## src/source/rename_pkg.sv

```systemverilog
//////////////////////////////////////////////////
// rename package
// register widths, physical tag type, op classes
// and the packets exchanged by the rename front end
//////////////////////////////////////////////////

package rename_pkg;

    //////////////////////////////////////////////////
    // register widths
    //////////////////////////////////////////////////

    // architectural register file
    localparam int arch_regs = 32;
    localparam int arch_w    = $clog2(arch_regs);

    typedef logic [arch_w-1:0] arch_idx_t;

    // physical tags, enough for up to 64 physical registers
    localparam int tag_w = 6;

    typedef logic [tag_w-1:0] phys_tag_t;

    //////////////////////////////////////////////////
    // operation class
    //////////////////////////////////////////////////

    // alu and load write a destination
    // store and branch never do
    typedef enum logic [1:0] {
        op_alu    = 2'b00,
        op_load   = 2'b01,
        op_store  = 2'b10,
        op_branch = 2'b11
    } op_class_t;

    //////////////////////////////////////////////////
    // packets
    //////////////////////////////////////////////////

    // decoded instruction from the decoder
    typedef struct packed {
        logic      valid;
        op_class_t op;
        arch_idx_t src1;
        arch_idx_t src2;
        arch_idx_t dest;
    } decode_pkt_t;

    // tag handed back at retirement
    typedef struct packed {
        logic      valid;
        phys_tag_t tag;
    } retire_pkt_t;

    // renamed instruction toward dispatch
    typedef struct packed {
        logic      valid;
        op_class_t op;
        phys_tag_t phys_src1;
        phys_tag_t phys_src2;
        phys_tag_t new_tag;
        phys_tag_t old_tag;
        // set when a fresh tag was taken
        logic      dest_alloc;
    } dispatch_pkt_t;

endpackage

```

## src/source/free_list.sv

```systemverilog
//////////////////////////////////////////////////
// free list
// circular queue of free physical tags, pops at
// the head on allocate and pushes retired tags at
// the tail
//////////////////////////////////////////////////

`timescale 1ns/100ps

module free_list #(
    parameter int n_phys_regs = 48
) (
    input  logic                    clock,
    input  logic                    rst_n,

    // allocate side
    input  logic                    alloc,
    output rename_pkg::phys_tag_t   head_tag,
    output logic                    empty,

    // retire side, no handshake
    input  rename_pkg::retire_pkt_t retire,

    // number of free tags held
    output logic [6:0]              count
);
    import rename_pkg::*;

    // tags above the architectural range are the renaming pool
    localparam int depth = n_phys_regs - arch_regs;
    localparam int ptr_w = (depth > 1) ? $clog2(depth) : 1;

    //////////////////////////////////////////////////
    // storage and pointers
    //////////////////////////////////////////////////

    phys_tag_t        tags_q [depth];
    logic [ptr_w-1:0] head_q;
    logic [ptr_w-1:0] tail_q;
    logic             full;

    // wrap at depth, which need not be a power of two
    function automatic logic [ptr_w-1:0] ptr_inc(input logic [ptr_w-1:0] ptr);
        if (ptr == ptr_w'(depth - 1)) begin
            return '0;
        end
        return ptr + 1'b1;
    endfunction

    assign empty = (count == '0);
    assign full  = (count == 7'(depth));

    // head is read straight from the queue
    assign head_tag = tags_q[head_q];

    //////////////////////////////////////////////////
    // queue contents
    //////////////////////////////////////////////////

    // starts full with 32 upward, head at 32
    always_ff @(posedge clock or negedge rst_n) begin
        if (!rst_n) begin
            for (int i = 0; i < depth; i++) begin
                tags_q[i] <= phys_tag_t'(arch_regs + i);
            end
        end else if (retire.valid) begin
            tags_q[tail_q] <= retire.tag;
        end
    end

    //////////////////////////////////////////////////
    // pointers and occupancy
    //////////////////////////////////////////////////

    // full list has tail sitting on head
    always_ff @(posedge clock or negedge rst_n) begin
        if (!rst_n) begin
            head_q <= '0;
            tail_q <= '0;
            count  <= 7'(depth);
        end else begin
            if (alloc) begin
                head_q <= ptr_inc(head_q);
            end
            if (retire.valid) begin
                tail_q <= ptr_inc(tail_q);
            end
            // pop and push together leave count alone
            case ({alloc, retire.valid})
                2'b10:   count <= count - 7'd1;
                2'b01:   count <= count + 7'd1;
                default: count <= count;
            endcase
        end
    end

    //////////////////////////////////////////////////
    // checks
    //////////////////////////////////////////////////

    a_no_pop_empty : assert property (
        @(posedge clock) disable iff (!rst_n)
        alloc |-> !empty
    ) else $error("free list popped while empty");

    // every tag is already free, so a retire here is bogus
    a_no_push_full : assert property (
        @(posedge clock) disable iff (!rst_n)
        retire.valid |-> !full
    ) else $error("free list pushed while full");

endmodule

```

## src/source/map_table.sv

```systemverilog
//////////////////////////////////////////////////
// map table
// architectural to physical tag mapping with two
// source read ports, a destination read port and
// one write port
//////////////////////////////////////////////////

`timescale 1ns/100ps

module map_table (
    input  logic                  clock,
    input  logic                  rst_n,

    // read indices from the rename stage
    input  rename_pkg::arch_idx_t src1_idx,
    input  rename_pkg::arch_idx_t src2_idx,
    input  rename_pkg::arch_idx_t dest_idx,

    // combinational read results
    output rename_pkg::phys_tag_t src1_tag,
    output rename_pkg::phys_tag_t src2_tag,
    output rename_pkg::phys_tag_t dest_old_tag,

    // new mapping for dest_idx
    input  logic                  wr_en,
    input  rename_pkg::phys_tag_t wr_tag
);
    import rename_pkg::*;

    //////////////////////////////////////////////////
    // mapping storage
    //////////////////////////////////////////////////

    // one tag per architectural register
    phys_tag_t map_q [arch_regs];

    // identity mapping out of reset
    // new tag lands at the edge, so reads this cycle
    // still see the previous mapping
    always_ff @(posedge clock or negedge rst_n) begin
        if (!rst_n) begin
            for (int i = 0; i < arch_regs; i++) begin
                map_q[i] <= phys_tag_t'(i);
            end
        end else if (wr_en && (dest_idx != '0)) begin
            map_q[dest_idx] <= wr_tag;
        end
    end

    //////////////////////////////////////////////////
    // read ports
    //////////////////////////////////////////////////

    // r0 is hardwired to tag 0
    assign src1_tag = (src1_idx == '0) ? '0 : map_q[src1_idx];

    assign src2_tag = (src2_idx == '0) ? '0 : map_q[src2_idx];

    // old mapping of the destination, goes back to
    // the free list once the instruction retires
    assign dest_old_tag = (dest_idx == '0) ? '0 : map_q[dest_idx];

    //////////////////////////////////////////////////
    // checks
    //////////////////////////////////////////////////

    // rename stage must never try to remap r0
    a_no_r0_write : assert property (
        @(posedge clock) disable iff (!rst_n)
        wr_en |-> (dest_idx != '0)
    ) else $error("map table write to architectural register 0");

endmodule

```

## src/source/rename_stage.sv

```systemverilog
//////////////////////////////////////////////////
// rename stage
// joins map table reads and the free-list head
// into the registered dispatch packet
//////////////////////////////////////////////////

`timescale 1ns/100ps

module rename_stage (
    input  logic                      clock,
    input  logic                      rst_n,

    // decoder side
    input  rename_pkg::decode_pkt_t   decode,
    output logic                      ready,

    // map table reads
    output rename_pkg::arch_idx_t     src1_idx,
    output rename_pkg::arch_idx_t     src2_idx,
    output rename_pkg::arch_idx_t     dest_idx,
    input  rename_pkg::phys_tag_t     src1_tag,
    input  rename_pkg::phys_tag_t     src2_tag,
    input  rename_pkg::phys_tag_t     dest_old_tag,

    // free list
    input  rename_pkg::phys_tag_t     head_tag,
    input  logic                      empty,
    output logic                      alloc,

    // map table write
    output logic                      wr_en,
    output rename_pkg::phys_tag_t     wr_tag,

    // renamed instruction, one cycle later
    output rename_pkg::dispatch_pkt_t dispatch
);
    import rename_pkg::*;

    logic          writes_dest;
    logic          need_tag;
    logic          accept;
    dispatch_pkt_t next_pkt;

    //////////////////////////////////////////////////
    // allocation decision
    //////////////////////////////////////////////////

    // only alu and load produce a result
    assign writes_dest = (decode.op == op_alu) || (decode.op == op_load);

    // r0 destination takes no tag
    assign need_tag = decode.valid && writes_dest && (decode.dest != '0);

    // stall only for a writer facing an empty list
    assign ready  = !(need_tag && empty);
    assign accept = decode.valid && ready;
    assign alloc  = accept && need_tag;

    // map reads, sources before own dest write
    assign src1_idx = decode.src1;
    assign src2_idx = decode.src2;
    assign dest_idx = decode.dest;

    // new mapping for the destination
    assign wr_en  = alloc;
    assign wr_tag = head_tag;

    //////////////////////////////////////////////////
    // dispatch packet
    //////////////////////////////////////////////////

    always_comb begin
        next_pkt = '0;
        if (accept) begin
            next_pkt.valid     = 1'b1;
            next_pkt.op        = decode.op;
            next_pkt.phys_src1 = src1_tag;
            next_pkt.phys_src2 = src2_tag;
            // dest tags stay zero unless a tag was taken
            if (alloc) begin
                next_pkt.new_tag    = head_tag;
                next_pkt.old_tag    = dest_old_tag;
                next_pkt.dest_alloc = 1'b1;
            end
        end
    end

    // one cycle, no back-pressure downstream
    always_ff @(posedge clock or negedge rst_n) begin
        if (!rst_n) begin
            dispatch <= '0;
        end else begin
            dispatch <= next_pkt;
        end
    end

endmodule

```

## src/source/rename_unit.sv

```systemverilog
//////////////////////////////////////////////////
// rename unit
// register-renaming front end, map table and free
// list side by side feeding the rename stage
//////////////////////////////////////////////////

`timescale 1ns/100ps

module rename_unit #(
    parameter int n_phys_regs = 48
) (
    input  logic                      clock,
    input  logic                      rst_n,
    input  rename_pkg::decode_pkt_t   decode,
    input  rename_pkg::retire_pkt_t   retire,
    output rename_pkg::dispatch_pkt_t dispatch,
    output logic                      ready,
    output logic [6:0]                free_count
);
    import rename_pkg::*;

    //////////////////////////////////////////////////
    // internal wires
    //////////////////////////////////////////////////

    // map table read path
    arch_idx_t src1_idx;
    arch_idx_t src2_idx;
    arch_idx_t dest_idx;
    phys_tag_t src1_tag;
    phys_tag_t src2_tag;
    phys_tag_t dest_old_tag;

    // map table write
    logic      wr_en;
    phys_tag_t wr_tag;

    // free list
    phys_tag_t head_tag;
    logic      empty;
    logic      alloc;

    //////////////////////////////////////////////////
    // instances
    //////////////////////////////////////////////////

    map_table u_map_table (
        .clock        (clock),
        .rst_n        (rst_n),
        .src1_idx     (src1_idx),
        .src2_idx     (src2_idx),
        .dest_idx     (dest_idx),
        .src1_tag     (src1_tag),
        .src2_tag     (src2_tag),
        .dest_old_tag (dest_old_tag),
        .wr_en        (wr_en),
        .wr_tag       (wr_tag)
    );

    // pool depth comes from n_phys_regs
    free_list #(
        .n_phys_regs (n_phys_regs)
    ) u_free_list (
        .clock    (clock),
        .rst_n    (rst_n),
        .alloc    (alloc),
        .head_tag (head_tag),
        .empty    (empty),
        .retire   (retire),
        .count    (free_count)
    );

    rename_stage u_rename_stage (
        .clock        (clock),
        .rst_n        (rst_n),
        .decode       (decode),
        .ready        (ready),
        .src1_idx     (src1_idx),
        .src2_idx     (src2_idx),
        .dest_idx     (dest_idx),
        .src1_tag     (src1_tag),
        .src2_tag     (src2_tag),
        .dest_old_tag (dest_old_tag),
        .head_tag     (head_tag),
        .empty        (empty),
        .alloc        (alloc),
        .wr_en        (wr_en),
        .wr_tag       (wr_tag),
        .dispatch     (dispatch)
    );

endmodule
```

## config.mk

```make
export PLATFORM = sky130hd
export DESIGN_NAME = rename_unit
export DESIGN_NICKNAME = d
export VERILOG_FILES = /design/src/source/rename_pkg.sv /design/src/source/free_list.sv /design/src/source/map_table.sv /design/src/source/rename_stage.sv /design/src/source/rename_unit.sv
export SDC_FILE = /design/constraint.sdc
export NUM_CORES = 1
export LEC_CHECK = 0
export ABC_AREA = 1
export BUFFER_PORTS_ARGS = -buffer_cell sky130_fd_sc_hd__buf_2
export CAP_MARGIN = 10
export CORE_MARGIN = 5
export CORE_UTILIZATION = 63
export DETAILED_ROUTE_END_ITERATION = 8
export HOLD_SLACK_MARGIN = 0.12
export PLACE_DENSITY = 0.81
export REMOVE_ABC_BUFFERS = 1
export SKIP_LAST_GASP = 1
export SLEW_MARGIN = 20
export SYNTH_ARGS = -nofsm -noshare
export SYNTH_HDL_FRONTEND = slang
export SYNTH_SLANG_ARGS = --single-unit
```

## constraint.sdc

```tcl
create_clock -name clock -period 3.5 [get_ports clock]
set_input_delay 0 -clock clock [delete_from_list [all_inputs] [get_ports clock]]
set_output_delay 0 -clock clock [all_outputs]
set_load 0.05 [all_outputs]
```

==> reports/summary.txt, run 1 <==
Sequential cell area: 0.00844 sq mm
vias in the first global route: 19.5k
r2r setup slk: 0.84 ns
Setup crit start kind: input pin
peak supply drop: 0.824 mV
CTS Buffer Depth: 3
Clock Skew: 0.0259 ns
Synth cell types: 33
wire per inst: 20.0 microns
DP HPWL: 43,800 microns
Max Clk Rate: 0.362 GHz
1st-iter DRT viols: 2,689
Clk Latency, worst-skew pair: 0.56 ns
first drt pass iteration count: 6
Die X-Extent: 187 microns
GPL Wtd Cong: 1.08
Final Cell Area: 0.0218 sq mm
Worst-Margin Slew: 1.16 ns
crit path DAT: 3.25 ns
initial core utilization: 0.641
Syn-to-layout area delta: 10.5%
antenna violations before repair: 0
min cycle time layout: 2.77 ns
Antenna Nets Post-Route: 0
via count of the routed design: 20.3k
Setup crit end kind: flip-flop
Pins Over Slew Limit: 0
cell taking the most area after synthesis: dfrtp_1
Area after DPL: 0.0202 sq mm
Slew HR: 0.221
proportion of layout cells with a drive suffix above 1: 0.116
multi-input logic area: 0.00950 sq mm
kind of critical path: input pin to flip-flop
DIE AREA: 0.0349 sq mm
status: finished, final reports clean
Lkg Pwr: 10.9 nW
GR Overflow Total: 0
HP Class: input pin to flip-flop
largest net degree at the start of global routing: 87
fin nets: 2,990
Fillers: 2,548
Fin. Hold Viols: 0
final total negative setup slack: 0 ns
most frequent cell after synthesis: nand2_1
# setup viols final: 0
Avg Inst Size Synth: 6.66 sq um
async set-or-reset flop fraction in the synthesized netlist: 1.00
htree depth: 2
commonest cells in the netlist: nand2_1, nand3_1, o21ai_0, inv_1, dfrtp_1
mapped cell area: 0.0197 sq mm
Inserted Clock Buffers: 38
fin crit share: 0.790
Req. time, crit path: 3.98 ns
post-DR vias/cell: 6.01
number of diodes: 0
Cells after Synth: 2,958
I/O pin count: 63
postcts setup bufs: 0
RSZ-0062 raised after global routing: false
largest cells by area after synthesis: dfrtp_1, nand2_1, dfstp_2
CORE AREA: 0.0307 sq mm
final std cells w/o fill: 3,376
Ys Warns: 0
clock-pin slew on the worst setup and hold paths: 0.06 ns
post-synth top area share: 0.257
first-pass GRT wire length: 106,000 microns
power per standard cell area: 802 mW/mm^2
Yosys reg bits: 331
PortBufs: 62
CTS Root Cell: clkbuf_16
dpl cells: 3,279
Placement Rows: 64
drt total wl: 67,400 microns
crit path max fanout: 24
GRT Total Usage: 0.380
Post-synth EDFFs: 0
sequential-to-total area share from yosys stat: 0.429
clk sinks: 331
CTS tree: built
max_cap viols: 0
top_reg_cell synth: dfrtp_1
Die Span Y: 187 microns
Post-route DRC: 0
per-stage QoR:
stage	hold WS (ns)	util	total power (W)	setup slack, ns
final	0.211	0.708	0.0175	0.735
after global routing	0.239	0.708	0.0184	0.572
after CTS	0.197	0.708	0.0172	0.878
after detailed placement	0.0591	0.656	0.0131	0.878
after global placement	0.0570	0.656	0.0129	0.957
after floorplan	-0.296	-	0.0105	0.431
kinds of logic (layout without fill, tap and decap cells):
kind of cell	Yosys count	after routing	share of synthesized area
and+or+nand+nor	1771	1771	0.371
buffers and inverters	457	479	0.0889
AOI/OAI and AO/OA	381	381	0.101
DFF	331	331	0.429
adders and majority gates	13	13	0.00864
xor gates and xnor gates	5	5	0.00222
metal layers:
layer / up-vias / routed length [microns] / track usage
met3: 310 / 8250 / 0.104
met2: 1414 / 29300 / 0.576
met1: 9268 / 25000 / 0.481
li1: 9308 / - / -
met5: - / 0 / 0
met4: 0 / 4930 / 0.249
sequential cells by signal (all words and copies together) (netlist names):
register and cells:
u_free_list.count 7, u_free_list.head_q 4, u_free_list.tags_q 96, u_free_list.tail_q 4
u_map_table.map_q 192, u_rename_stage.dispatch 28
worst max-delay path: stages:
cell           delay (ns)
buf_2                0.10
clkinv_1             0.89
nand3_1              0.52
nand3_1              0.30
nand2_1              0.14
nor2_1               0.04
dlygate4sd3_1        0.55
nor2_1               0.12
dlygate4sd3_1        0.57
cells in the final DEF, fill, tap and decap left out, types with 38 or more instances in the layout:
master and count:
nand2_1 1224, nand3_1 365, o21ai_0 272, inv_1 265, dfrtp_1 202, nor2_1 133
dfstp_2 129, a21oi_1 79, buf_2 58, clkbuf_16 38
final cells by class:
type / count / area share
Inverter: 284 / 0.0490
Multi-Input combinational cell: 2170 / 0.437
Clock buffer: 52 / 0.0503
Tap cell: 396 / 0.0228
Clock inverter: 18 / 0.00908
Timing Repair Buffer: 125 / 0.0442
Sequential cell: 331 / 0.388
final timing paths:
kind,cells past startpoint,start,end
max,9,decode[12],u_rename_stage.dispatch[24]$_DFF_PN0_
min,4,retire[0],u_free_list.tags_q[6]$_DFFE_PN0P_
max reg2reg,10,u_free_list.head_q[2]$_DFFE_PN0N_,u_map_table.map_q[57]$_DFFE_PN0P_
min reg2reg,0,u_map_table.map_q[190]$_DFFE_PN0P_,u_map_table.map_q[190]$_DFFE_PN0P_
max in group asynchronous,3,rst_n,u_free_list.tags_q[2]$_DFFE_PN1P_
min in group asynchronous,2,rst_n,u_map_table.map_q[9]$_DFFE_PN1P_
report_power, final:
group	leakage [nW]	switching [W]	internal, W
clock	0.640	0.00170	0.00237
sequential	3.87	0.000906	0.00559
combinational	6.38	0.00496	0.00192
timing repair:
| item | 4_1_cts | 5_1_grt |
|---|---|---|
| endpoints found under the setup margin | 0 | 0 |
| endpoints found under the hold margin | 411 | 0 |
| resized for setup | 0 | 0 |
| hold buffers | 27 | 0 |
Note: power is estimated with default switching activity, not from simulation.
==> inputs of run 2 (changes only) <==
Clock period 3.5 ns to 2.7 ns, I/O delays scaled along.
==> run 2 against run 1 <==
Against the previous run:
- die area is the same
- first-iteration DRC count shrank 6.0%
- sequential power grew 29%
- sequential share of layout area shrank 0.63 points
- critical endpoint unchanged
==> reports/summary.txt, run 2 (synthesis gave the netlist of run 1 again) <==
delay-heaviest family, CP: buffers and inverters
fin nets: 3,020
Post-route DRC: 0
crit path max fanout: 14
CTS Buffer Depth: 3
first drt pass iteration count: 8
antenna violations before repair: 0
status: finished, final reports clean
drt total wl: 68,500 microns
PortBufs: 62
Most common cell on crit path: dlygate4sd3_1
Placement Rows: 64
Slew HR: 0.456
Die Span Y: 187 microns
commonest cells after routing, fill and taps aside: nand2_1, nand3_1, o21ai_0
# setup viols final: 0
post-DR vias/cell: 5.99
Worst-Margin Slew: 0.814 ns
wire per inst: 20.1 microns
total design power: 0.0230 W
GRT Total Usage: 0.388
Antenna Nets Post-Route: 0
kind of critical path: input pin to flip-flop
initial core utilization: 0.641
HP Class: input pin to flip-flop
Clk Latency, worst-skew pair: 0.55 ns
CP Cell Sequence: dlygate4sd3_1, buf_2, inv_1, nand3_1, nand2_1, nor2_1, dlygate4sd3_1, nor2_1, dlygate4sd3_1
via count of the routed design: 20.4k
proportion of layout cells with a drive suffix above 1: 0.124
1st-iter DRT viols: 2,528
min cycle time layout: 2.48 ns
Pins Over Slew Limit: 0
utilization after layout: 0.719
crit path DAT: 2.90 ns
DP HPWL: 44,900 microns
vias in the first global route: 19.6k
commonest non-fill, non-tap cell in the layout: nand2_1
first-pass GRT wire length: 109,000 microns
Largest register FFs: 192
Die X-Extent: 187 microns
WP buf/inv: 5
clk sinks: 331
fin crit share: 0.920
top flop regs: u_map_table.map_q (192), u_free_list.tags_q (96), u_rename_stage.dispatch (28)
Fin. Hold Viols: 0
clock-pin slew on the worst setup and hold paths: 0.06 ns
I/O pin count: 63
CTS Root Cell: clkbuf_16
Most flops, register: u_map_table.map_q
worst hold margin: 0.135 ns
Syn-to-layout area delta: 12.3%
RSZ-0062 raised after global routing: false
CP max stage delay: 0.55 ns
Max Clk Rate: 0.403 GHz
postcts setup bufs: 0
Inserted Clock Buffers: 37
CTS tree: built
Clock Skew: 0.0202 ns
largest net degree at the start of global routing: 136
Req. time, crit path: 3.11 ns
htree depth: 2
number of diodes: 0
peak supply drop: 0.960 mV
GPL Wtd Cong: 0.995
Setup crit start kind: input pin
slowest CP cell: dlygate4sd3_1
power per standard cell area: 1040 mW/mm^2
CORE AREA: 0.0307 sq mm
DIE AREA: 0.0349 sq mm
Setup crit end kind: flip-flop
max_cap viols: 0
GR Overflow Total: 0
Lkg Pwr: 11.1 nW
[run 2: layout make-up]
| cell class | count | area (sq um) |
|---|---|---|
| clock buffers | 57 | 1100 |
| clock inverters | 11 | 185 |
| fillers | 2516 | 8630 |
| inverters | 284 | 1070 |
| multi-input cells | 2170 | 9510 |
| flip-flops and latches | 331 | 8440 |
| well taps | 396 | 495 |
| repair buffers | 156 | 1320 |
[run 2: power by group]
group | switching [W] | internal [W] | leakage, nW
sequential | 0.00114 | 0.00725 | 3.87
combinational | 0.00655 | 0.00279 | 6.57
clock | 0.00214 | 0.00314 | 0.630
total | 0.00983 | 0.0132 | 11.1
[run 2: repair_timing]
item / CTS / global route
gates resized for setup: 0 / 2
hold buffers: 25 / 0
endpoints found under the setup margin: 0 / 1
endpoints found under the hold margin: 384 / 0
[run 2: tightest hold or removal path: cells and delay by family]
family / cells / cell delay, ns
buffers and inverters: 2 / 0.31
AND/OR/NAND/NOR: 4 / 0.25
AO/OA/AOI/OAI: 1 / 0.08
[run 2: path summary, 6_finish.rpt]
check                                                        start                               endpoint  slack, ns  cells past startpoint
max in group asynchronous                                    rst_n      u_map_table.map_q[18]$_DFFE_PN0P_       1.04                      4
worst min-delay path                                     decode[2]   u_rename_stage.dispatch[1]$_DFF_PN0_       0.13                      7
worst max register to register  u_map_table.map_q[185]$_DFFE_PN0P_  u_rename_stage.dispatch[24]$_DFF_PN0_       0.22                     10
worst min register to register  u_map_table.map_q[188]$_DFFE_PN0P_     u_map_table.map_q[188]$_DFFE_PN0P_       0.40                      0
worst max-delay path                                    decode[13]  u_rename_stage.dispatch[24]$_DFF_PN0_       0.22                      9
min in group asynchronous                                    rst_n     u_map_table.map_q[119]$_DFFE_PN0P_       0.62                      3
[run 2: stage by stage]
stage               instances  setup TNS (ns)  cell area, sq um  setup slack, ns
finish                   3405               0             22100            0.217
global route             3405               0             22100           0.0146
global placement         3312               0             20600            0.229
detailed placement       3312               0             20600            0.210
floorplan                2785          -63.02             19000           -0.369
CTS                      3405               0             22100            0.165
[run 2: routing by layer]
metal | vias to the layer above | share of wire | global-route usage
met1 | 9485 | 0.38 | 0.517
met2 | 1269 | 0.45 | 0.601
met3 | 287 | 0.11 | 0.0814
li1 | 9364 | - | -
met4 | 0 | 0.060 | 0.206
met5 | - | 0 | 0
